`config.mk`:
```
export PLATFORM = sky130hd
export DESIGN_NAME = pc_queue
export DESIGN_NICKNAME = d
export VERILOG_FILES = /design/src/logic/trace_pkg.sv /design/src/logic/pc_queue.sv
export SDC_FILE = /design/constraint.sdc
export NUM_CORES = 1
export LEC_CHECK = 0
export ABC_CLOCK_PERIOD_IN_PS = 8500
export BUFFER_PORTS_ARGS = -buffer_cell sky130_fd_sc_hd__buf_2
export CAP_MARGIN = 25
export CORE_MARGIN = 1
export CORE_UTILIZATION = 58
export CTS_CLUSTER_SIZE = 14
export DETAILED_ROUTE_END_ITERATION = 7
export PLACE_DENSITY = 0.78
export SYNTH_ARGS = -nofsm -noshare
export SYNTH_HDL_FRONTEND = slang
export SYNTH_SLANG_ARGS = --single-unit
```
`constraint.sdc`:
```
create_clock -name clk_i -period 8.5 [get_ports clk_i]
set_input_delay 1.275 -clock clk_i [delete_from_list [all_inputs] [get_ports clk_i]]
set_output_delay 1.275 -clock clk_i [all_outputs]
set_load 0.05 [all_outputs]
```
`src/logic/trace_pkg.sv`:
```
// ----------------------------
// Shared types for the commit monitor.
// Commit entries, trace entries, perf events and the counter address map.
// ----------------------------
`default_nettype none

package trace_pkg;

  localparam int unsigned XLEN = 64;
  localparam int unsigned VLEN = 64;

  // Port count the index width is derived from
  localparam int unsigned DefaultCommitPorts = 2;
  localparam int unsigned PortIdxWidth =
    (DefaultCommitPorts > 1) ? $clog2(DefaultCommitPorts) : 1;

  localparam int unsigned NrPerfCounters = 11;

  typedef logic [31:0] ilen_t;

  typedef enum logic [1:0] {
    PRIV_LVL_U = 2'b00,
    PRIV_LVL_S = 2'b01,
    PRIV_LVL_M = 2'b11
  } priv_lvl_t;

  // Cause word, raw or split into interrupt flag and code
  typedef union packed {
    logic [XLEN-1:0] raw;
    struct packed {
      logic            irq;
      logic [XLEN-2:0] code;
    } fields;
  } cause_u;

  typedef struct packed {
    logic            valid;
    cause_u          cause;
    logic [XLEN-1:0] tval;
  } exception_t;

  typedef struct packed {
    logic [VLEN-1:0] pc;
    exception_t      ex;
  } commit_entry_t;

  typedef struct packed {
    logic            valid;
    logic            exception;
    logic            interrupt;
    priv_lvl_t       priv;
    logic [VLEN-1:0] iaddr;
    ilen_t           insn;
    logic [XLEN-1:0] cause;
    ilen_t           tval;
  } trace_entry_t;

  // sb_full and if_empty are levels, the rest single-cycle pulses
  typedef struct packed {
    logic icache_miss;
    logic dcache_miss;
    logic itlb_miss;
    logic dtlb_miss;
    logic sb_full;
    logic if_empty;
    logic eret;
  } perf_events_t;

  typedef logic [4:0] perf_addr_t;

  typedef enum perf_addr_t {
    CYCLE       = 5'd0,
    INSTRET     = 5'd1,
    ICACHE_MISS = 5'd2,
    DCACHE_MISS = 5'd3,
    ITLB_MISS   = 5'd4,
    DTLB_MISS   = 5'd5,
    EXCEPTION   = 5'd6,
    INTERRUPT   = 5'd7,
    ERET        = 5'd8,
    SB_FULL     = 5'd9,
    IF_EMPTY    = 5'd10
  } perf_ctr_e;

endpackage

`default_nettype wire

```
`src/logic/pc_queue.sv`:
```
// ----------------------------
// Circular FIFO of retired PCs for one commit port.
// A push into a full queue is dropped.
// ----------------------------
`timescale 1ns/1ps
`default_nettype none

module pc_queue import trace_pkg::*; #(
  parameter int unsigned PcQueueDepth = 16
) (
  input  logic            clk_i,
  input  logic            rst_ni,
  input  logic            push_i,
  input  logic [VLEN-1:0] pc_i,
  input  logic            pop_i,
  output logic [VLEN-1:0] pc_o,
  output logic            empty_o
);

  localparam int unsigned PtrWidth = (PcQueueDepth > 1) ? $clog2(PcQueueDepth) : 1;
  localparam int unsigned CntWidth = $clog2(PcQueueDepth + 1);

  logic [VLEN-1:0]     mem_q [PcQueueDepth];
  logic [PtrWidth-1:0] wr_ptr_q;
  logic [PtrWidth-1:0] rd_ptr_q;
  logic [CntWidth-1:0] count_q;

  logic full;
  logic push_ok;
  logic pop_ok;

  assign empty_o = (count_q == '0);
  assign full    = (count_q == CntWidth'(PcQueueDepth));
  assign push_ok = push_i & ~full;
  assign pop_ok  = pop_i & ~empty_o;

  assign pc_o = mem_q[rd_ptr_q];

  // ----------------------------
  // Pointers and fill count
  // ----------------------------
  always_ff @(posedge clk_i or negedge rst_ni) begin
    if (!rst_ni) begin
      wr_ptr_q <= '0;
      rd_ptr_q <= '0;
      count_q  <= '0;
    end else begin
      if (push_ok) begin
        wr_ptr_q <= (wr_ptr_q == PtrWidth'(PcQueueDepth - 1)) ? '0 : wr_ptr_q + 1'b1;
      end
      if (pop_ok) begin
        rd_ptr_q <= (rd_ptr_q == PtrWidth'(PcQueueDepth - 1)) ? '0 : rd_ptr_q + 1'b1;
      end
      // Simultaneous push and pop leave the count alone
      if (push_ok && !pop_ok) begin
        count_q <= count_q + 1'b1;
      end else if (pop_ok && !push_ok) begin
        count_q <= count_q - 1'b1;
      end
    end
  end

  // Storage
  always_ff @(posedge clk_i) begin
    if (push_ok) begin
      mem_q[wr_ptr_q] <= pc_i;
    end
  end

endmodule

`default_nettype wire

```
Word level (Yosys, flattened, before mapping)
Memory sizes are Yosys's and may differ from the RTL's.
Index checks and enable logic that the tools add are counted.
{ "totals": {"wordCells": 27, "ff_bits": 13, "memories": 1, "mem_bits_rw": 1024} }
{ "mem_list": {"columns": ["memory", "depth", "width", "rd", "rd_ports_with_merged_regs", "wr", "line_no", "rtl"], "rows": [
  ["mem_q", 16, 64, 1, 0, 1, "pc_queue.sv:23", "logic [VLEN-1:0] mem_q [PcQueueDepth];"]
]} }
{ "op_classes": {"n_eq_ne": 3, "n_addsub": 4, "reduce_logical": 6, "n_mux": 6, "bitwise": 4} }
{ "op_table": {"columns": ["cell", "n"], "rows": [
  ["two-way mux 5 bit", 2],
  ["adder 4 x 1 -> 4 bit (second input constant)", 2],
  ["== test 4 bit (second input constant)", 2],
  ["two-way mux 4 bit", 2],
  ["adder 5 x 1 -> 5 bit (second input constant)", 1],
  ["== test 5 bit (second input constant)", 1],
  ["logical NOT 5 bit", 1],
  ["subtractor 5 x 1 -> 5 bit (second input constant)", 1],
  ["bitwise AND 1 bit", 2],
  ["logical AND 1 bit", 2],
  ["logical NOT 1 bit", 2],
  ["two-way mux 1 bit", 2],
  ["NOT 1 bit", 2],
  ["nonzero test 2 bit", 1]
]} }

Longest topological paths before layout
{ "depth": {"word_depth": 7, "ltp_mapped": 10, "depth_no_buf": 10} }

Least setup slack after synthesis
No wires, ideal clock.
{ "synth_path": {"kind": "input to register", "startpoint": "in push_i", "endpoint": "mem mem_q[0][0], enable pin", "stages": 4, "required_ns": 7.935, "n_path_buf": 1, "setup_ns": 0.565, "slack_ns": 1.778, "arrival_time_ns": 6.157, "path_cell_list": "o21a_1 -> clkbuf_1 -> nand2_1 -> nor3_1"} }
{ "synth_via": {"elab_chain_cells": 3} }
{ "synth_lines": {"columns": ["item", "line_no", "rtl"], "rows": [
  ["start: declaration", "pc_queue.sv:13", "input logic push_i,"],
  ["bitwise AND 1 bit", "pc_queue.sv:34", "assign push_ok = push_i & ~full;"],
  ["via push_ok", "pc_queue.sv:29", "logic push_ok;"],
  ["two-way mux 1 bit", "pc_queue.sv:65", "if (push_ok) begin"],
  ["two-way mux 1 bit (implied by the code)", "pc_queue.sv:66", "mem_q[wr_ptr_q] <= pc_i;"],
  ["end: declaration", "pc_queue.sv:23", null]
]} }
The timed path passes the listed nets, and every way through them passes these cells.

Worst setup path after layout
{ "layout_path": {"startpoint": "reg rd_ptr_q[0]", "endpoint": "out pc_o[2]"} }
{ "layout_via": {"elab_chain_cells": 1} }
{ "layout_lines": {"columns": ["item", "line_no", "rtl"], "rows": [
  ["start: declaration", "pc_queue.sv:25", "logic [PtrWidth-1:0] rd_ptr_q;"],
  ["start signal: assignment", "pc_queue.sv:52", "rd_ptr_q <= (rd_ptr_q == PtrWidth'(PcQueueDepth - 1)) ? '0 : rd_ptr_q + 1'b1;"],
  ["memory read (16 x 64 bit)", null, null],
  ["end: declaration", "pc_queue.sv:16", "output logic [VLEN-1:0] pc_o,"]
]} }
No other way between the ends.

==> impl_metrics.py <==
metrics = {
    "outcome": {
        "status": "complete, no violations",
    },
    "power_and_ir_drop": {
        "p_per_area_nw_per_um2": 354,
        "finalPower_uw": 16200,
        "leakage_uw": 0.0148,
        "share_comb_of_total_power": 0.343,
        "switching_share": 0.346,
        "vdd_drop_max_mv": 0.329,
        "p_int_uw": 10600,
        "power_switching_uw": 5600,
        "p_seq_frac": 0.393,
        "pwr-share-clk": 0.263,
    },
    "setup_path": {
        "critPathRequiredTime_ns": 7.22,
        "path_class": "flop to primary output",
        "r2r_start": "count_q[0]$_DFFE_PN0P_",
        "r2r_end": "mem_q[3][49]$_DFFE_PP_",
        "worst-path-max-fanout": 34,
        "endpoint_kind": "primary output",
        "worstRegToRegCells": 6,
        "r2r_setup_slack_ns": 4.73,
        "startpoint": "rd_ptr_q[0]$_DFFE_PN0P_",
        "worstSetupStartpointType": "flop",
        "critPathArrivalTime_ns": 4.67,
    },
    "clocking": {
        "clkLatencyLatePin_ns": 0.66,
        "cts_made_buffers": 99,
        "cts-root-buf": "clkbuf_16",
        "path_clk_slew_ns": 0.06,
        "cts_resized": 0,
        "htreeDepth": 3,
        "clockBufferDepth": 3,
        "post_cts.repair.setup_buffers": 0,
        "cts_hold_buf": 0,
        "numClockSinks": 1037,
        "cts_tree": "yes",
    },
    "timing": {
        "period_minus_slack_ns": 5.94,
        "final-hold-violation-count": 0,
        "fin_tns_setup_ns": 0,
        "setup_violations": 0,
        "clock_skew_ns": 0.0257,
        "slew_headroom": 0.193,
        "slew_viol_final": 0,
        "rsz0062_at_grt": "false",
        "period_share": 0.699,
        "clock.fmax_mhz": 168,
        "tightest_slew_ns": 1.21,
    },
    "yosys": {
        "synthArstFlopShare": 0.0125,
        "synth_top_family_by_area": "multiplexers",
        "yosys_most_used_dff": "edfxtp_1",
        "synth_edf_count": 1024,
        "post-synth-top-count-cell": "edfxtp_1",
        "syn_inst": 1869,
        "synthDominantCellAreaShare": 0.754,
        "synthAdderAreaFrac": 0.00356,
        "synth_xor_xnor_area_share": 0.00129,
        "synthTopCellsByArea": "edfxtp_1, mux4_2, mux2_4, o221ai_2, mux2_2",
        "synth_compound_area_frac": 0.0483,
        "synthMuxAreaShare": 0.147,
        "synthTopCellsByCount": "edfxtp_1, mux4_2, mux2_2",
        "synth_fp_nets": 1948,
        "avgSynthCellArea_um2": 21.8,
        "synth_simple_gate_area_frac": 0.0147,
        "ys_seq_area_frac": 0.762,
        "ys_ff_latch": 1037,
        "post_synth_num_cell_types": 37,
        "netlist.top_cell.by_area": "edfxtp_1",
        "ys_warn_count": 0,
        "synth_area_um2": 40800,
    },
    "global_routing": {
        "antenna_found_initial": 10,
        "grt_pass1_wl_um": 128000,
        "globalRouteTotalUtil": 0.248,
        "met2_usage": 0.410,
        "use_met1": 0.337,
        "top_usage_layer": "met2",
        "grt_pass1_vias": 20300,
        "grt_start_max_net_pins": 174,
        "overflow": 0,
        "grt_util_met3": 0.0417,
    },
    "drt": {
        "wl_per_cell_um": 28.3,
        "drc_errors": 0,
        "drt-total-wl_um": 86500,
        "final_antenna_net_count": 0,
        "initialDrtViolationCount": 2092,
        "routed_via_density": 6.40,
        "vias": 19600,
        "drtPass1Iterations": 5,
    },
    "placement": {
        "placed_cell_area_um2": 42500,
        "gp_congestion": 0.735,
        "dpl.hpwl_um": 44000,
        "port_buffers": 132,
    },
    "floorplanning": {
        "ios": 133,
        "dieArea_um2": 71300,
        "placementRows": 96,
        "die-width_um": 267,
        "coreArea_um2": 69100,
        "fp.dieH_um": 267,
        "start_util": 0.590,
    },
    "worst_hold_path": {
        "hp-class": "input pin to asynchronous set/reset pin",
    },
    "final_layout": {
        "areaGrowthSynthToFinish_pct": 12.1,
        "final_nets": 2118,
        "stdcell_area_um2": 45700,
        "drive_gt1_frac": 0.331,
        "finish.utilization": 0.662,
    },
    "job": {
        "cap_violations": 0,
    },
}
[worst max-delay path by stage]
stage	to	slack, ns	cells past startpoint
final	pc_o[2]	2.56	7
after global routing	pc_o[2]	2.27	7
after CTS	pc_o[2]	2.44	7
after detailed placement	pc_o[2]	3.16	7
after global placement	pc_o[2]	3.20	7
after floorplan	mem_q[0][0]$_DFFE_PP_	1.78	4
[area by class of cell]
type,instances,area (um^2)
fillers,4296,23400
clock inverters,65,542
well taps,931,1160
diodes,3,7.51
multi-input cells,657,8910
clock buffers,121,2610
inverters,72,270
flip-flops and latches,1037,31100
repair buffers,172,1100
[layer usage]
layer,up-vias,share of wire
met5,-,0.0011
met4,16,0.026
met3,168,0.079
met2,933,0.51
met1,10300,0.39
li1,8155,-
[layout by cell type (no fill, tap or decap), types with 8 or more instances in the layout]
cell type / instances
clkinv_2: 21
mux4_1: 8
mux4_2: 184
bufinv_16: 8
o21ai_0: 8
o21ai_1: 63
ha_1: 10
clkinv_1: 27
mux2_2: 73
a221o_1: 64
clkbuf_1: 19
buf_4: 32
nand2_1: 15
o221ai_1: 9
buf_2: 132
o221ai_2: 55
nor2b_1: 64
dfrtp_1: 9
clkbuf_16: 101
nor2_4: 13
edfxtp_1: 1024
inv_1: 71
mux2_4: 55
[through the flow]
stage / instances / hold slack [ns] / worst slack (ns)
2_1_floorplan: 1869 / 0.471 / 1.78
3_3_place_gp: 2864 / 0.487 / 3.20
3_5_place_dp: 2868 / 0.519 / 3.16
4_1_cts: 3054 / 0.485 / 2.44
5_1_grt: 3056 / 0.504 / 2.27
6_report: 3058 / 0.516 / 2.56
[power by group through the flow]
| stage | clock [uW] | combinational (uW) | sequential, uW |
|---|---|---|---|
| after global placement | 0 | 5490 | 6430 |
| after floorplan | 0 | 4340 | 6350 |
| after detailed placement | 0 | 5570 | 6470 |
| after global routing | 4510 | 5830 | 6400 |
| final | 4260 | 5550 | 6360 |
| after CTS | 4320 | 5590 | 6370 |
[cell families (layout without fill, tap and decap cells)]
kind of cell | count (synthesis) | in the layout
adder cells (fa/ha/maj) | 11 | 11
AO/OA/AOI/OAI | 209 | 209
multiplexers | 321 | 321
flip-flops | 1037 | 1037
buffers and inverters | 175 | 430
AND/OR/NAND/NOR | 110 | 110
XOR/XNOR | 6 | 6
other | 0 | 3
[critical path, stage by stage, from the launching register on]
cell and delay [ns]:
dfrtp_4 0.85, buf_4 0.70, nand2_4 0.61, buf_4 0.57
o221ai_1 0.34, o21ai_1 0.11, a221o_1 0.47, buf_2 0.25
[sequential cells by signal, summed over array words and instances, names as in the netlist]
name and count:
mem_q 1024, wr_ptr_q 4, count_q 5, rd_ptr_q 4
No activity file was read; power rests on OpenSTA's default activity.
