$ cat src/logic/trace_pkg.sv
// ----------------------------
// Shared types for the commit monitor.
// Commit entries, trace entries, perf events and the counter address map.
// ----------------------------
`default_nettype none

package trace_pkg;

  localparam int unsigned XLEN = 64;
  localparam int unsigned VLEN = 64;

  // Port count the index width is derived from
  localparam int unsigned DefaultCommitPorts = 2;
  localparam int unsigned PortIdxWidth =
    (DefaultCommitPorts > 1) ? $clog2(DefaultCommitPorts) : 1;

  localparam int unsigned NrPerfCounters = 11;

  typedef logic [31:0] ilen_t;

  typedef enum logic [1:0] {
    PRIV_LVL_U = 2'b00,
    PRIV_LVL_S = 2'b01,
    PRIV_LVL_M = 2'b11
  } priv_lvl_t;

  // Cause word, raw or split into interrupt flag and code
  typedef union packed {
    logic [XLEN-1:0] raw;
    struct packed {
      logic            irq;
      logic [XLEN-2:0] code;
    } fields;
  } cause_u;

  typedef struct packed {
    logic            valid;
    cause_u          cause;
    logic [XLEN-1:0] tval;
  } exception_t;

  typedef struct packed {
    logic [VLEN-1:0] pc;
    exception_t      ex;
  } commit_entry_t;

  typedef struct packed {
    logic            valid;
    logic            exception;
    logic            interrupt;
    priv_lvl_t       priv;
    logic [VLEN-1:0] iaddr;
    ilen_t           insn;
    logic [XLEN-1:0] cause;
    ilen_t           tval;
  } trace_entry_t;

  // sb_full and if_empty are levels, the rest single-cycle pulses
  typedef struct packed {
    logic icache_miss;
    logic dcache_miss;
    logic itlb_miss;
    logic dtlb_miss;
    logic sb_full;
    logic if_empty;
    logic eret;
  } perf_events_t;

  typedef logic [4:0] perf_addr_t;

  typedef enum perf_addr_t {
    CYCLE       = 5'd0,
    INSTRET     = 5'd1,
    ICACHE_MISS = 5'd2,
    DCACHE_MISS = 5'd3,
    ITLB_MISS   = 5'd4,
    DTLB_MISS   = 5'd5,
    EXCEPTION   = 5'd6,
    INTERRUPT   = 5'd7,
    ERET        = 5'd8,
    SB_FULL     = 5'd9,
    IF_EMPTY    = 5'd10
  } perf_ctr_e;

endpackage

`default_nettype wire

$ cat src/logic/perf_counters.sv
// ----------------------------
// Eleven 64-bit performance counters with a CSR-style access port.
// Counting stops in debug mode; writes always take effect.
// ----------------------------
`timescale 1ns/1ps
`default_nettype none

module perf_counters import trace_pkg::*; #(
  parameter int unsigned NrCommitPorts = 2
) (
  input  logic                              clk_i,
  input  logic                              rst_ni,
  input  logic                              debug_mode_i,
  input  trace_entry_t [NrCommitPorts-1:0]  trace_i,
  input  perf_events_t                      events_i,
  input  perf_addr_t                        addr_i,
  input  logic                              we_i,
  input  logic [XLEN-1:0]                   wdata_i,
  output logic [XLEN-1:0]                   rdata_o
);

  logic [NrPerfCounters-1:0][XLEN-1:0] ctr_q;
  logic [NrPerfCounters-1:0][XLEN-1:0] ctr_d;

  logic [XLEN-1:0] retire_cnt;
  logic [XLEN-1:0] exc_cnt;
  logic [XLEN-1:0] irq_cnt;
  logic            addr_mapped;

  assign addr_mapped = (addr_i < perf_addr_t'(NrPerfCounters));

  // ----------------------------
  // Per-cycle commit counts
  // ----------------------------
  always_comb begin
    retire_cnt = '0;
    exc_cnt    = '0;
    irq_cnt    = '0;
    for (int unsigned p = 0; p < NrCommitPorts; p++) begin
      retire_cnt = retire_cnt + XLEN'(trace_i[p].valid);
      exc_cnt    = exc_cnt + XLEN'(trace_i[p].exception);
      irq_cnt    = irq_cnt + XLEN'(trace_i[p].interrupt);
    end
  end

  // ----------------------------
  // Next counter values
  // ----------------------------
  always_comb begin
    ctr_d = ctr_q;

    if (!debug_mode_i) begin
      ctr_d[CYCLE]       = ctr_q[CYCLE] + XLEN'(1);
      ctr_d[INSTRET]     = ctr_q[INSTRET] + retire_cnt;
      ctr_d[EXCEPTION]   = ctr_q[EXCEPTION] + exc_cnt;
      ctr_d[INTERRUPT]   = ctr_q[INTERRUPT] + irq_cnt;
      ctr_d[ICACHE_MISS] = ctr_q[ICACHE_MISS] + XLEN'(events_i.icache_miss);
      ctr_d[DCACHE_MISS] = ctr_q[DCACHE_MISS] + XLEN'(events_i.dcache_miss);
      ctr_d[ITLB_MISS]   = ctr_q[ITLB_MISS] + XLEN'(events_i.itlb_miss);
      ctr_d[DTLB_MISS]   = ctr_q[DTLB_MISS] + XLEN'(events_i.dtlb_miss);
      ctr_d[ERET]        = ctr_q[ERET] + XLEN'(events_i.eret);
      // Level events count every high cycle
      ctr_d[SB_FULL]     = ctr_q[SB_FULL] + XLEN'(events_i.sb_full);
      ctr_d[IF_EMPTY]    = ctr_q[IF_EMPTY] + XLEN'(events_i.if_empty);
    end

    // Write wins over the increment of the same counter
    if (we_i && addr_mapped) begin
      ctr_d[addr_i] = wdata_i;
    end
  end

  always_ff @(posedge clk_i or negedge rst_ni) begin
    if (!rst_ni) begin
      ctr_q <= '0;
    end else begin
      ctr_q <= ctr_d;
    end
  end

  // Unmapped addresses read as zero
  assign rdata_o = addr_mapped ? ctr_q[addr_i] : '0;

endmodule

`default_nettype wire

$ cat config.mk
export PLATFORM = sky130hd
export DESIGN_NAME = perf_counters
export DESIGN_NICKNAME = d
export VERILOG_FILES = /design/src/logic/trace_pkg.sv /design/src/logic/perf_counters.sv
export SDC_FILE = /design/constraint.sdc
export NUM_CORES = 2
export LEC_CHECK = 0
export ABC_CLOCK_PERIOD_IN_PS = 3300
export BUFFER_PORTS_ARGS = -buffer_cell sky130_fd_sc_hd__buf_2
export CELL_PAD_IN_SITES_DETAIL_PLACEMENT = 1
export CELL_PAD_IN_SITES_GLOBAL_PLACEMENT = 2
export CORE_AREA = 2 2 356 358
export CTS_CLUSTER_SIZE = 20
export DETAILED_ROUTE_END_ITERATION = 10
export DIE_AREA = 0 0 358 360
export PLACE_DENSITY_LB_ADDON = 0.15
export SLEW_MARGIN = 20
export SYNTH_ARGS = -nofsm -noshare
export SYNTH_HDL_FRONTEND = slang
export SYNTH_SLANG_ARGS = --single-unit
export TNS_END_PERCENT = 20
$ cat constraint.sdc
create_clock -name clk_i -period 3.3 [get_ports clk_i]
set_input_delay 0.66 -clock clk_i [delete_from_list [all_inputs] [get_ports clk_i]]
set_output_delay 0.66 -clock clk_i [all_outputs]
set_load 0.02 [all_outputs]
# Word level (Yosys, flattened, before mapping)
# Cells that the tools add are included.
word_totals:
  wordCells: 38
  register_bits: 704
  output_inout_bits: 64
  input_bits: 474
op_classes:
  n_reduce_logical: 2
  add_sub_neg: 14
  muxes: 8
  order_cmp: 3
ops:
  columns: ["operator", "count"]
  rows:
  - ["2-to-1 mux 704 bit", 2]
  - ["bitwise mux 704 bit", 1]
  - ["adder 64 x 1 -> 64 bit", 7]
  - ["binary-select mux 64 bit (select 4 bit)", 1]
  - ["demux 64 bit (select 4 bit)", 1]
  - ["adder 64 x 2 -> 64 bit", 3]
  - ["2-to-1 mux 64 bit", 3]
  - ["adder 64 x 1 -> 64 bit, second input constant", 1]
  - ["adder 1 x 1 -> 2 bit", 3]
  - ["greater-or-equal comparator 5 x 1 -> 1 bit, second input constant", 1]
  - ["< comparator 5 x 4 -> 1 bit, second input constant", 1]
  - ["< comparator 5 bit, second input constant", 1]
  - ["logical AND 1 bit", 2]

# Longest topological paths before layout
depth:
  ltp_word: 6
  mapped_depth: 12
  ltp_nobuf: 10

# Worst setup path before layout
# OpenSTA, ideal clock, no wires.
synth_timing:
  kind: "input to output"
  from: "in addr_i[0]"
  to: "out rdata_o[38]"
  path_buffers: 4
  stages: 7
  arrival_time_ns: 2.568
  required_ns: 2.640
  path_slack_ns: 0.072
  path_cell_list: "clkbuf_1 buf_2 buf_2 buf_2 mux4_2 a21oi_1 nor2_1"
synth_between:
  elab_chain_len: 3
  word_cells_on_any_way: 4
  classes_between: "order compare: 1; mux: 3"
synth_lines:
  columns: ["item", "line_no", "text"]
  rows:
  - ["start: declaration", "perf_counters.sv:16", "input perf_addr_t addr_i,"]
  - ["binary-select mux 64 bit (select 4 bit)", "perf_counters.sv:82", "assign rdata_o = addr_mapped ? ctr_q[addr_i] : '0;"]
  - ["2-to-1 mux 64 bit (not written as such)", "perf_counters.sv:82", null]
  - ["2-to-1 mux 64 bit *", "perf_counters.sv:82", null]
  - ["end: declaration", "perf_counters.sv:19", "output logic [XLEN-1:0] rdata_o"]
# Every way passes the cells marked *; elsewhere a longest branch is shown, timed or not. The select of a mux whose other input is x is not followed.

# Worst setup path in the final report
layout_timing:
  from: "in addr_i[1]"
  to: "out rdata_o[16]"
# The elaborated chain is that of the path after synthesis.

==> results summary <==
The number of distinct standard cells referenced by the synthesized netlist is 53. The minimum setup slack in the final design came out at 0.07953 ns. The total core area is 124900 sq um.

The clock tree skew after final layout is 0.02308 ns. The residual DRC count is 0. Once detail routing completed, the nets flagged for antenna violations numbered 0.

The count of nets after finishing is roughly 5800. The run finished with clean final reports. Subtracting the final worst setup slack from the clock period gives 3.220 ns. The congestion estimate from routability-driven global placement came to 0.8699. Setup violations remaining at the end of the flow were counted as 0.

The gate count after technology mapping came out at 5196. The number of design-rule violations left by the first detailed-router iteration came out at 3093. For this configuration, the core starts out at a cell density of between 30 and 40%. The final layout contains routed wiring with a total length of 178500 um. The fraction of synthesis flops using an asynchronous set or reset pin is between 90% and 100%. The I/O pin total is between 500 and 600. The total of warnings raised by yosys came out at 0. The register area is 17620 sq um. The count of max-cap constraint violations came out at 0. The clock tree from TritonCTS is built. The global route total overflow came out at 0. The total number of placement rows is 130. The first-pass GRT wire length came out at 266600 um. Summing the areas of all compound-gate instances in the mapped netlist gives between 10% and 20% of the synthesized area.

The worst-path maximum fanout came out at 23. The fraction of final layout cells with drive strength greater than 1 came out at between 10% and 20%. The maximum number of pins on one net before global-route repair is between 100 and 150. The arrival time at the worst endpoint is 2.56 ns. Relative to the synthesized area, the layout overhead comes to 16.72%. The detailed placer's ending HPWL is 135200 um. The floorplan step defined a die boundary enclosing 128900 sq um. The pre-CTS worst setup slack is -0.06977 ns.

Across every metal layer, demand over resource in global routing totals between 20 and 30%. The flip-flop count of the largest register, all copies and words added came out at 704. Summing the areas of all fa, ha and maj instances in the mapped netlist gives less than 1% of the synthesized area. The kind of start point of the critical path is an input port. The area share of the largest cell type after synthesis came out at 39.27%. The TritonCTS sink count came out at 704. The via count of the first global-routing pass came out at 40570. The multi-input combinational cell area is 25700 sq um. Leaving out fill and tap cells, the most frequent cells in the layout are nor2_1, dfrtp_1, a21oi_1. By area the synthesized netlist is led by dfrtp_1, xor2_1, mux4_2, nor2_1, xnor2_1. Data on the critical path is required at its endpoint by 2.64 ns. The synthesized netlist net count came out at 5691. The synthesized-area fraction occupied by xor and xnor cells came out at 13.22%.

The largest vdd supply drop came out at 361.8 uV. The most flop-heavy register is ctr_q. The clock slew at the register clock pins of the worst setup and hold paths is 0.06 ns. The number of buffers on the longest clock path is 3. After filler insertion, the fill cell instance count of the layout stands at 14500. The clock reaches the later pin of the worst-skew pair after 0.69 ns. The worst-margin pin slew is just under 0.9 ns. The average instance in the mapped netlist occupies between 8 and 9 sq um. Among all flip-flop cells after synthesis, the most frequent one is dfrtp_1. In this run, synthesis inferred 0 flip-flops with an integrated enable.

The share of synthesized area spent on multiplexers came out at 8.457%. The min-delay analysis places its worst path in the category input port to register. The floorplan die width came out at 358 um. The initial antenna violation count is 2. For this run, the top clock speed supported by timing is 310.5 MHz. By area, the combinational part of the netlist is dominated by simple AND/OR/NAND/NOR gates.

The classification of the worst setup path is input port to primary output. Counting flops and latches in the post-synthesis netlist gives 704. STA classifies the critical path endpoint as a primary output. The largest area contributor in the synthesized netlist is dfrtp_1.

The leakage power total is between 20 and 25 nW. The wire length per cell after detailed routing came out at roughly 25 um. The final cycle utilization of the critical path is 97.59%. The reg2reg setup slack is ~0.38 ns.

The post-synth design cell area came out at between 40000 and 50000 sq um. The leading cell type in the layout, fill and taps excluded is nor2_1. The post-synthesis simple-gate area fraction is 24.27%.

The total power per unit cell area is 613.5 nW/um^2. For this run, the share of the core covered by cells in the final layout is 41.91%. Input and output buffers added on the ports amount to 149. For this run, the register share of the synthesized area comes to 39.27%. The max-slew headroom at the worst pin came out at 40.05%. The average via count per standard cell is 5.642. The root buffer cell chosen for the clock tree is clkbuf_16.

The H-tree depth came out at 3. The largest registers in the layout are ctr_q: 704 flops. The pre-antenna-repair detailed-routing pass consisted of 7 iterations. The die outline height came out at 360 um. The max-slew violation count came out at 0. The count of vias placed by the detailed router is 39900. The number of buffers created by CTS is 92. The number of endpoints with negative hold slack in the final report is 0.
-- final cells by class --
type	instances	area share, %
clock inverters	20	0.5281
repair buffers	421	6.789
well taps	1650	3.943
clock buffers	149	5.480
diodes	1	0.004779
inverters	71	0.5090
flip-flops and latches	704	33.65
multi-input cells	4055	49.09
-- repair_timing --
action / 4_1_cts / 5_1_grt
gates resized for setup: 0 / 12
hold buffers: 1 / 0
buffers inserted: 0 / 2
endpoints found under the hold margin: 50 / 0
setup endpoints to repair: 0 / 26
-- routing by layer --
metal	track usage [%]	vias to the layer above	wire [um]	share of wire, %
met1	42.10	20230	87890	49
met3	5.795	191	12330	6.9
li1	-	18470	-	-
met2	39.26	1007	74440	42
met5	0	-	0	0
met4	6.727	0	3872	2.2
-- cells by family (layout without fill, tap and decap cells) --
kind of cell	Yosys count	after routing
XOR/XNOR	677	677
AND/OR/NAND/NOR	2240	2240
flip-flops	704	704
multiplexers	218	218
other	0	1
AO/OA/AOI/OAI	899	899
buffers and inverters	437	661
adder cells (fa/ha/maj)	21	21
-- where the power goes --
group,switching [mW],internal [mW],total (mW)
logic,3.82,3.58,7.40
clock network,4.27,6.39,10.7
registers,3.25,10.8,14.1
-- cell usage after synthesis, types with 8 or more instances --
master and number:
o21ai_1 166, mux2i_1 82, mux4_2 128, nor2_1 738, inv_1 71, nor3_1 107
nand3b_1 8, nor4_2 10, nand4b_1 9, buf_2 24, xnor2_1 312, nand3_1 273
o21ai_0 122, and3b_1 8, and4_1 60, nor4_1 65, nand2_1 511, and3_1 117
dfrtp_1 704, xor2_1 365, nand4_1 209, or3_1 15, buf_1 34, nor2b_1 19
ha_1 18, and2_1 34, a211oi_1 64, clkbuf_1 308, a21oi_1 539
-- final timing paths --
path | end | depth (start not counted) | start
hold / removal | ctr_q[242]$_DFF_PN0_ | 3 | wdata_i[50]
min in group asynchronous | ctr_q[329]$_DFF_PN0_ | 2 | rst_ni
hold reg to reg | ctr_q[575]$_DFF_PN0_ | 2 | ctr_q[575]$_DFF_PN0_
max in group asynchronous | ctr_q[29]$_DFF_PN0_ | 3 | rst_ni
setup reg to reg | ctr_q[446]$_DFF_PN0_ | 12 | ctr_q[384]$_DFF_PN0_
setup / recovery | rdata_o[16] | 9 | addr_i[1]
-- worst max-delay path, cell delays in order --
cell      delay, ns
buf_8          0.28
buf_12         0.27
mux2i_1        0.26
nor2_1         0.06
a21oi_1        0.31
a211oi_1       0.15
a21oi_1        0.26
nor2_1         0.07
buf_2          0.16
-- through the flow --
stage / hold slack [ns] / power, mW / area [sq um] / instances / TNS [ns]
detailed placement: 0.5716 / 21.39 / 49150 / 6898 / -0.07465
floorplan: 0.3644 / 17.93 / 44860 / 5196 / 0
global route: 0.3899 / 33.79 / 52360 / 7070 / -0.003044
finish: 0.3896 / 32.12 / 52360 / 7071 / 0
CTS: 0.3345 / 32.23 / 52300 / 7068 / 0
global placement: 0.5520 / 21.10 / 49150 / 6898 / -0.04388
(Power assumes the default switching activity.)
