==> src/logic/trace_pkg.sv <==
// ----------------------------
// Shared types for the commit monitor.
// Commit entries, trace entries, perf events and the counter address map.
// ----------------------------
`default_nettype none

package trace_pkg;

  localparam int unsigned XLEN = 64;
  localparam int unsigned VLEN = 64;

  // Port count the index width is derived from
  localparam int unsigned DefaultCommitPorts = 2;
  localparam int unsigned PortIdxWidth =
    (DefaultCommitPorts > 1) ? $clog2(DefaultCommitPorts) : 1;

  localparam int unsigned NrPerfCounters = 11;

  typedef logic [31:0] ilen_t;

  typedef enum logic [1:0] {
    PRIV_LVL_U = 2'b00,
    PRIV_LVL_S = 2'b01,
    PRIV_LVL_M = 2'b11
  } priv_lvl_t;

  // Cause word, raw or split into interrupt flag and code
  typedef union packed {
    logic [XLEN-1:0] raw;
    struct packed {
      logic            irq;
      logic [XLEN-2:0] code;
    } fields;
  } cause_u;

  typedef struct packed {
    logic            valid;
    cause_u          cause;
    logic [XLEN-1:0] tval;
  } exception_t;

  typedef struct packed {
    logic [VLEN-1:0] pc;
    exception_t      ex;
  } commit_entry_t;

  typedef struct packed {
    logic            valid;
    logic            exception;
    logic            interrupt;
    priv_lvl_t       priv;
    logic [VLEN-1:0] iaddr;
    ilen_t           insn;
    logic [XLEN-1:0] cause;
    ilen_t           tval;
  } trace_entry_t;

  // sb_full and if_empty are levels, the rest single-cycle pulses
  typedef struct packed {
    logic icache_miss;
    logic dcache_miss;
    logic itlb_miss;
    logic dtlb_miss;
    logic sb_full;
    logic if_empty;
    logic eret;
  } perf_events_t;

  typedef logic [4:0] perf_addr_t;

  typedef enum perf_addr_t {
    CYCLE       = 5'd0,
    INSTRET     = 5'd1,
    ICACHE_MISS = 5'd2,
    DCACHE_MISS = 5'd3,
    ITLB_MISS   = 5'd4,
    DTLB_MISS   = 5'd5,
    EXCEPTION   = 5'd6,
    INTERRUPT   = 5'd7,
    ERET        = 5'd8,
    SB_FULL     = 5'd9,
    IF_EMPTY    = 5'd10
  } perf_ctr_e;

endpackage

`default_nettype wire

==> src/logic/pc_rr_arbiter.sv <==
// ----------------------------
// Round-robin pick of one non-empty PC queue per cycle.
// The grant pops the chosen queue in the same cycle.
// ----------------------------
`timescale 1ns/1ps
`default_nettype none

module pc_rr_arbiter import trace_pkg::*; #(
  parameter int unsigned NrCommitPorts = 2
) (
  input  logic                                clk_i,
  input  logic                                rst_ni,
  input  logic [NrCommitPorts-1:0][VLEN-1:0]  pc_i,
  input  logic [NrCommitPorts-1:0]            empty_i,
  output logic [NrCommitPorts-1:0]            pop_o,
  output logic                                pc_valid_o,
  output logic [VLEN-1:0]                     pc_o
);

  logic [PortIdxWidth-1:0] prio_q;
  logic [PortIdxWidth-1:0] gnt_idx;
  logic                    gnt_valid;

  // First non-empty queue at or after the priority pointer
  always_comb begin
    int unsigned idx;

    idx       = 0;
    gnt_valid = 1'b0;
    gnt_idx   = '0;
    for (int unsigned k = 0; k < NrCommitPorts; k++) begin
      idx = (prio_q + k) % NrCommitPorts;
      if (!gnt_valid && !empty_i[idx]) begin
        gnt_valid = 1'b1;
        gnt_idx   = PortIdxWidth'(idx);
      end
    end
  end

  always_comb begin
    pop_o          = '0;
    pop_o[gnt_idx] = gnt_valid;
  end

  assign pc_valid_o = gnt_valid;
  assign pc_o       = pc_i[gnt_idx];

  // Priority moves past the last winner
  always_ff @(posedge clk_i or negedge rst_ni) begin
    if (!rst_ni) begin
      prio_q <= '0;
    end else if (gnt_valid) begin
      prio_q <= (gnt_idx == PortIdxWidth'(NrCommitPorts - 1)) ? '0 : gnt_idx + 1'b1;
    end
  end

endmodule

`default_nettype wire

==> config.mk <==
export PLATFORM = sky130hd
export DESIGN_NAME = pc_rr_arbiter
export DESIGN_NICKNAME = d
export VERILOG_FILES = /design/src/logic/trace_pkg.sv /design/src/logic/pc_rr_arbiter.sv
export SDC_FILE = /design/constraint.sdc
export NUM_CORES = 1
export LEC_CHECK = 0
export BUFFER_PORTS_ARGS = -buffer_cell sky130_fd_sc_hd__buf_4
export CORE_AREA = 2 2 77 79
export CTS_CLUSTER_SIZE = 24
export DETAILED_ROUTE_END_ITERATION = 8
export DIE_AREA = 0 0 79 81
export GPL_ROUTABILITY_DRIVEN = 0
export HOLD_SLACK_MARGIN = 0.03
export PLACE_DENSITY = 0.59
export SYNTH_ARGS = -nofsm -noshare
export SYNTH_HDL_FRONTEND = slang
export SYNTH_SLANG_ARGS = --single-unit
export TNS_END_PERCENT = 1
==> constraint.sdc <==
create_clock -name clk_i -period 3.64 [get_ports clk_i]
set_input_delay 0.182 -clock clk_i [delete_from_list [all_inputs] [get_ports clk_i]]
set_output_delay 0.182 -clock clk_i [all_outputs]
set_load 0.02 [all_outputs]
After elaboration in Yosys (flattened, before gate mapping)
Index checks and enable logic that the tools add are counted.
{"block": "classes", "reduce_logical": 3, "bitwise": 1, "n_lt_le_gt_ge": 4, "muxes": 13, "add_sub_neg": 2}
{"cell": "$mux 64", "n": 2}
{"cell": "$mux 1", "n": 10}
{"cell": "$lt 1x2->1 const B", "n": 3}
{"cell": "$add 1x1->1 const B", "n": 2}
{"cell": "$and 2x2->2", "n": 1}
{"cell": "$logic_and 1x1->1", "n": 2}
{"cell": "$demux 1 s1", "n": 1}
{"cell": "$ge 1x1->1 const B", "n": 1}
{"cell": "$logic_not 1->1", "n": 1}
{"block": "word_totals", "wordCells": 24, "output_inout_bits": 67, "inputBits": 132, "ff_bits": 1}

Logic depth before layout (Yosys ltp)
Gate-level depths: netlist (run 1).
{"block": "depth", "word_depth": 11, "ltp_mapped": 4, "mapped_depth_nobuf": 2}

Worst setup path after synthesis (run 1)
No wires, ideal clock.
{"block": "synth_path", "path_type": "reg2out", "start": "register prio_q", "end": "output pc_o[30]", "t_required_ns": 3.458, "stages_incl_launch_ff": 5, "setup_slack_ns": 2.252, "path_buffers": 2, "t_arrival_ns": 1.206, "cell_sequence": "dfrtp_1 o21bai_4 buf_6 buf_8 mux2_4"}
{"block": "synth_via", "elab_chain_cells": 8, "elab_cells_between_ends": 11, "classes_between": "add/sub (1); mux (8); reduce/logical (2)"}
{"item": "start: declaration", "line": "pc_rr_arbiter.sv:20", "rtl": "logic [PortIdxWidth-1:0] prio_q;"}
{"item": "start signal: assignment", "line": "pc_rr_arbiter.sv:53", "rtl": "prio_q <= (gnt_idx == PortIdxWidth'(NrCommitPorts - 1)) ? '0 : gnt_idx + 1'b1;"}
{"item": "$add 1x1->1", "line": "pc_rr_arbiter.sv:32", "rtl": "idx = (prio_q + k) % NrCommitPorts;"}
{"item": "$mux 1 (implied by the code) (2 in series)", "line": "pc_rr_arbiter.sv:33", "rtl": "if (!gnt_valid && !empty_i[idx]) begin"}
{"item": "$logic_not 1->1", "line": "pc_rr_arbiter.sv:33"}
{"item": "$logic_and 1x1->1", "line": "pc_rr_arbiter.sv:33"}
{"item": "$mux 1 *", "line": "pc_rr_arbiter.sv:33"}
{"item": "$mux 64 (implied by the code) * (2 in series)", "line": "pc_rr_arbiter.sv:46", "rtl": "assign pc_o = pc_i[gnt_idx];"}
{"item": "end: declaration", "line": "pc_rr_arbiter.sv:17", "rtl": "output logic [VLEN-1:0] pc_o"}
Mark *: on every way between the ends. The rest lies on a longest branch, timed or not. The select of a mux whose other input is x is not followed.

Worst setup path after layout (run 1)
{"block": "layout_path", "start": "register prio_q", "end": "output pc_o[54]"}
Same word-level chain as after synthesis.

==> impl_metrics.env, run 1 <==
export IMPL_dr_pass1_iters=4
export IMPL_yosysSeqAreaShare_pct=2.31
export IMPL_crit_buf_inv=2
export IMPL_fp_row_count=28
export IMPL_path_cells="o21bai_4 > buf_4 > mux2_2 > buf_4"
export IMPL_path_class="register to output pin"
export IMPL_cp_max_fo=35
export IMPL_worstSetupEndpoint="pc_o[54]"
export IMPL_relSlewSlack_pct=63.8
export IMPL_reg2reg_from="prio_q$_DFFE_PN0N_"
export IMPL_fillers=552
export IMPL_r2r_slack_ps=2950
export IMPL_fmax_mhz=565
export IMPL_maxCapViolations=0
export IMPL_p_clk_share_pct=0
export IMPL_regMostFlops="prio_q"
export IMPL_pre_cts_ws_ps=1870
export IMPL_slowest_stage="buf_4"
export IMPL_io_buffers=198
export IMPL_yosysUniqueCellTypes=12
export IMPL_dieArea_um2=6400
export IMPL_synth_area_per_cell_um2=13.7
export IMPL_wl_um=4950
export IMPL_start_util_pct=19.1
export IMPL_synth_seq_cells=1
export IMPL_drc=0
export IMPL_crit_path_start_kind="register"
export IMPL_die_x_um=79
export IMPL_setup_tns_ps=0
export IMPL_fin_crit_ps=1770
export IMPL_syn_to_final_growth_pct=138
export IMPL_cp_data_required_time_ps=3460
export IMPL_timing_final_max_slew_violations=0
export IMPL_largest_reg_flops=1
export IMPL_synthCells=79
export IMPL_hold_ws_ps=440
export IMPL_ir_worst_vdd_v=0.000103
export IMPL_combPwrFrac_pct=96.8
export IMPL_cts_hold_buf=1
export IMPL_drt_iter0_markers=12
export IMPL_leakage_uw=0.00148
export IMPL_crit_cells=4
export IMPL_seq_power_share_pct=3.2
export IMPL_final_cell_mix="buf_4, mux2_4, mux2_2"
export IMPL_worst_slack_ps=1870
export IMPL_syn_nets=211
export IMPL_r2r_end="prio_q$_DFFE_PN0N_"
export IMPL_critical_path_max_stage_delay_ps=480
export IMPL_grt_max_degree=36
export IMPL_critPathCaptureType="output pin"
export IMPL_netlist_area_um2=1080
export IMPL_layout_nets=407
export IMPL_setup_viol_count_final=0
export IMPL_seqCellArea_um2=25.0
export IMPL_post_cts_buffers=0
export IMPL_switching_share_pct=40.0
export IMPL_yosys_warnings=0
export IMPL_postCtsResizedCells=0
export IMPL_clock_skew_ps=0
export IMPL_clk_pin_slew_worst_paths_ps=0
export IMPL_path_common_cell="buf_4"
export IMPL_finalHoldViolCount=0
export IMPL_tightestPinTransition_ps=544
export IMPL_largestRegisters="prio_q: 1 flops"
export IMPL_critPathLaunch="prio_q$_DFFE_PN0N_"
export IMPL_worstHoldPathType="input port to register"
export IMPL_grt_usage_pct=13.1
export IMPL_antenna_found_initial=0
export IMPL_status="complete, no violations"
export IMPL_ios=199
export IMPL_rsz0062_at_grt="false"
export IMPL_switchingPower_uw=192
export IMPL_grt_ovfl_total=0
export IMPL_grt_first_pass_wirelength_um=6790
export IMPL_reg2regPathDepth=2
export IMPL_clock_latency_ps=0
export IMPL_drive_gt1_share_pct=97.1
export IMPL_critPathTopFamily="buffers and inverters"
export IMPL_p_int_uw=289
export IMPL_post_drt_via_cell_ratio=4.10
export IMPL_power_density_nw_per_um2=187
export IMPL_critPathArrivalTime_ps=1590
export IMPL_core_um2=5680
export IMPL_period_share_pct=48.7
export IMPL_ant_nets=0
export IMPL_routedWlPerCell_um=14.2
export IMPL_dr_total_vias=1428
export IMPL_antenna_cells=0
export IMPL_dieHeight_um=81
export IMPL_dp_hpwl_um=4480
export IMPL_grt_pass1_vias=1437
export IMPL_multiInputGateArea_um2=941
export IMPL_layout_commonest_cell="buf_4"
[per-stage QoR]
stage / cell area [µm²] / total power [µW] / std cells / utilization, %
2_1_floorplan: 1080 / 278 / 79 / -
3_3_place_gp: 2570 / 483 / 347 / 45.3
3_5_place_dp: 2570 / 485 / 347 / 45.3
4_1_cts: 2580 / 487 / 348 / 45.4
5_1_grt: 2580 / 507 / 348 / 45.4
6_report: 2580 / 481 / 348 / 45.4
[final cells by class]
| type | instances | share of cell area (%) |
|---|---|---|
| timing repair buffer | 201 | 58.6 |
| multi-input combinational | 69 | 36.5 |
| sequential | 1 | 0.970 |
| inverter | 2 | 0.291 |
| tap | 75 | 3.64 |
[worst register-to-register path: stages, from the launching register on]
cell,delay [ps]
dfrtp_1,400
nand2_1,80
o21ai_0,80
[cell usage after synthesis]
cell       n  area share, %
nand2_1    2           0.69
mux2_2    15             16
dfrtp_1    1            2.3
buf_12     4            7.4
mux2_4    49             68
inv_1      2           0.69
o21bai_4   1            1.7
a21oi_1    1           0.46
o21ai_0    1           0.46
buf_2      1           0.46
buf_6      1            1.0
buf_8      1            1.4
[cells by family (layout without fill, tap and decap cells)]
| logic type | count (synthesis) | in the layout | synth area share (%) |
|---|---|---|---|
| DFF | 1 | 1 | 2.31 |
| and+or+nand+nor | 2 | 2 | 0.692 |
| muxes | 64 | 64 | 83.4 |
| AOI/OAI and AO/OA | 3 | 3 | 2.65 |
| buffers and inverters | 9 | 203 | 11.0 |
[how the worst min path moves through the flow]
stage | endpoint | cells past startpoint | startpoint | slack (ps)
finish | prio_q$_DFFE_PN0N_ | 3 | empty_i[1] | 440
global route | prio_q$_DFFE_PN0N_ | 3 | empty_i[1] | 480
CTS | prio_q$_DFFE_PN0N_ | 3 | empty_i[1] | 440
detailed placement | prio_q$_DFFE_PN0N_ | 1 | rst_ni | -40
global placement | prio_q$_DFFE_PN0N_ | 1 | rst_ni | -40
floorplan | prio_q$_DFFE_PN0N_ | 0 | rst_ni | -110
[power by group through the flow]
stage | combinational, µW | sequential, µW | clock, µW
2_1_floorplan | 263 | 15.0 | 0
3_3_place_gp | 468 | 15.1 | 0
3_5_place_dp | 469 | 15.3 | 0
4_1_cts | 471 | 15.3 | 0
5_1_grt | 491 | 15.5 | 0
6_report | 466 | 15.3 | 0
[per-layer routing]
layer  vias up  GRT usage (%)  routed length [µm]
met1       628           13.0                1600
met2       116           27.5                2680
met3         0           4.33                 676
met5         -              0                   0
li1        684              -                   -
met4         0              0                   0
(Power assumes the default switching activity.)
==> inputs of run 2 (changes only) <==
--- a/config.mk
+++ b/config.mk
@@ -12,7 +12,7 @@
 export DIE_AREA = 0 0 79 81
 export GPL_ROUTABILITY_DRIVEN = 0
 export HOLD_SLACK_MARGIN = 0.03
-export PLACE_DENSITY = 0.59
+export PLACE_DENSITY = 0.62
 export SYNTH_ARGS = -nofsm -noshare
 export SYNTH_HDL_FRONTEND = slang
 export SYNTH_SLANG_ARGS = --single-unit
==> constraint.sdc (replaced) <==
create_clock -name clk_i -period 1.6 [get_ports clk_i]
set_input_delay 0.08 -clock clk_i [delete_from_list [all_inputs] [get_ports clk_i]]
set_output_delay 0.08 -clock clk_i [all_outputs]
set_load 0.02 [all_outputs]
==> impl_metrics.env, run 2 (synthesis gave the netlist of run 1 again) <==
export IMPL_relSlewSlack_pct=84.8
export IMPL_postCtsResizedCells=0
export IMPL_crit_path_start_kind="register"
export IMPL_cp_max_fo=35
export IMPL_fillers=549
export IMPL_ant_nets=0
export IMPL_drive_gt1_share_pct=97.1
export IMPL_grt_max_degree=36
export IMPL_finalHoldViolCount=0
export IMPL_maxCapViolations=0
export IMPL_dieHeight_um=81
export IMPL_path_class="register to output pin"
export IMPL_ios=199
export IMPL_setup_viol_count_final=0
export IMPL_dieArea_um2=6400
export IMPL_critical_path_max_stage_delay_ps=400
export IMPL_finalPower_uw=1100
export IMPL_routedWlPerCell_um=13.9
export IMPL_dr_total_vias=1388
export IMPL_rsz0062_at_grt="false"
export IMPL_grt_pass1_vias=1375
export IMPL_largestRegisters="prio_q: 1 flops"
export IMPL_layout_commonest_cell="buf_4"
export IMPL_grt_usage_pct=12.4
export IMPL_layout_nets=407
export IMPL_slowest_stage="dfrtp_1"
export IMPL_die_x_um=79
export IMPL_clock_skew_ps=0
export IMPL_drc=0
export IMPL_start_util_pct=19.1
export IMPL_setup_tns_ps=0
export IMPL_worstHoldPathType="input port to register"
export IMPL_final_cell_mix="buf_4, mux2_4, mux2_2"
export IMPL_status="complete, no violations"
export IMPL_critPathCaptureType="output pin"
export IMPL_clk_pin_slew_worst_paths_ps=0
export IMPL_antenna_found_initial=0
export IMPL_period_share_pct=92.1
export IMPL_syn_to_final_growth_pct=140
export IMPL_dp_hpwl_um=4380
export IMPL_ir_worst_vdd_v=0.000210
export IMPL_grt_ovfl_total=0
export IMPL_regMostFlops="prio_q"
export IMPL_post_drt_via_cell_ratio=3.99
export IMPL_power_density_nw_per_um2=423
export IMPL_fmax_mhz=678
export IMPL_cp_data_required_time_ps=1520
export IMPL_placed_cell_area_um2=2590
export IMPL_grt_first_pass_wirelength_um=6510
export IMPL_cts_hold_buf=1
export IMPL_path_cells="o21bai_4 > buf_12 > mux2_2 > buf_4"
export IMPL_drt_iter0_markers=9
export IMPL_leakage_uw=0.00149
export IMPL_antenna_cells=0
export IMPL_worst_slack_ps=126
export IMPL_fp_row_count=28
export IMPL_clock_latency_ps=0
export IMPL_wl_um=4840
export IMPL_core_um2=5680
export IMPL_io_buffers=198
export IMPL_dr_pass1_iters=4
export IMPL_tightestPinTransition_ps=228
export IMPL_largest_reg_flops=1
export IMPL_fin_crit_ps=1470
export IMPL_post_cts_buffers=0
export IMPL_design_area_um2=2600
export IMPL_pre_cts_ws_ps=123
export IMPL_critPathArrivalTime_ps=1390
export IMPL_hold_ws_ps=332
export IMPL_timing_final_max_slew_violations=0
-- run 2: worst max-delay path: cells and delay by family, from the launching register on --
family	cells	cell delay (ps)
multiplexers	1	370
flip-flops	1	400
buffers and inverters	2	420
AO/OA/AOI/OAI	1	190
-- run 2: cell type report --
type	count	area (µm²)	area share, %
timing repair buffer	201	1540	59.0
multi-input combinational	69	941	36.1
tap	75	93.8	3.60
sequential	1	25.0	0.961
inverter	2	7.51	0.288
-- run 2: metal layers --
metal  part of all wire, %  track usage [%]  up-vias
met2                    54             26.4      116
li1                      -                -      684
met5                     0                0        -
met4                     0                0        0
met3                    15             4.78        0
met1                    31             11.7      588
-- run 2: power breakdown --
part | internal, µW | switching [µW] | total [µW]
Sequential | 29.5 | 5.09 | 34.6
Combinational | 638 | 430 | 1070
Clock | 0 | 0 | 0
Total | 667 | 435 | 1100
-- run 2: stage by stage --
step / util (%) / instances
after global routing: 45.9 / 348
after floorplan: - / 79
after CTS: 45.9 / 348
after detailed placement: 45.7 / 347
after global placement: 45.7 / 347
final: 45.9 / 348
-- run 2: path summary, 6_finish.rpt --
check                                        start            endpoint  slack [ps]  cells past startpoint
worst min register to register  prio_q$_DFFE_PN0N_  prio_q$_DFFE_PN0N_         550                      1
worst max register to register  prio_q$_DFFE_PN0N_  prio_q$_DFFE_PN0N_         920                      2
worst min-delay path                    empty_i[1]  prio_q$_DFFE_PN0N_         330                      3
min in group asynchronous                   rst_ni  prio_q$_DFFE_PN0N_         420                      2
max in group asynchronous                   rst_ni  prio_q$_DFFE_PN0N_        1100                      2
worst max-delay path            prio_q$_DFFE_PN0N_            pc_o[55]         130                      4
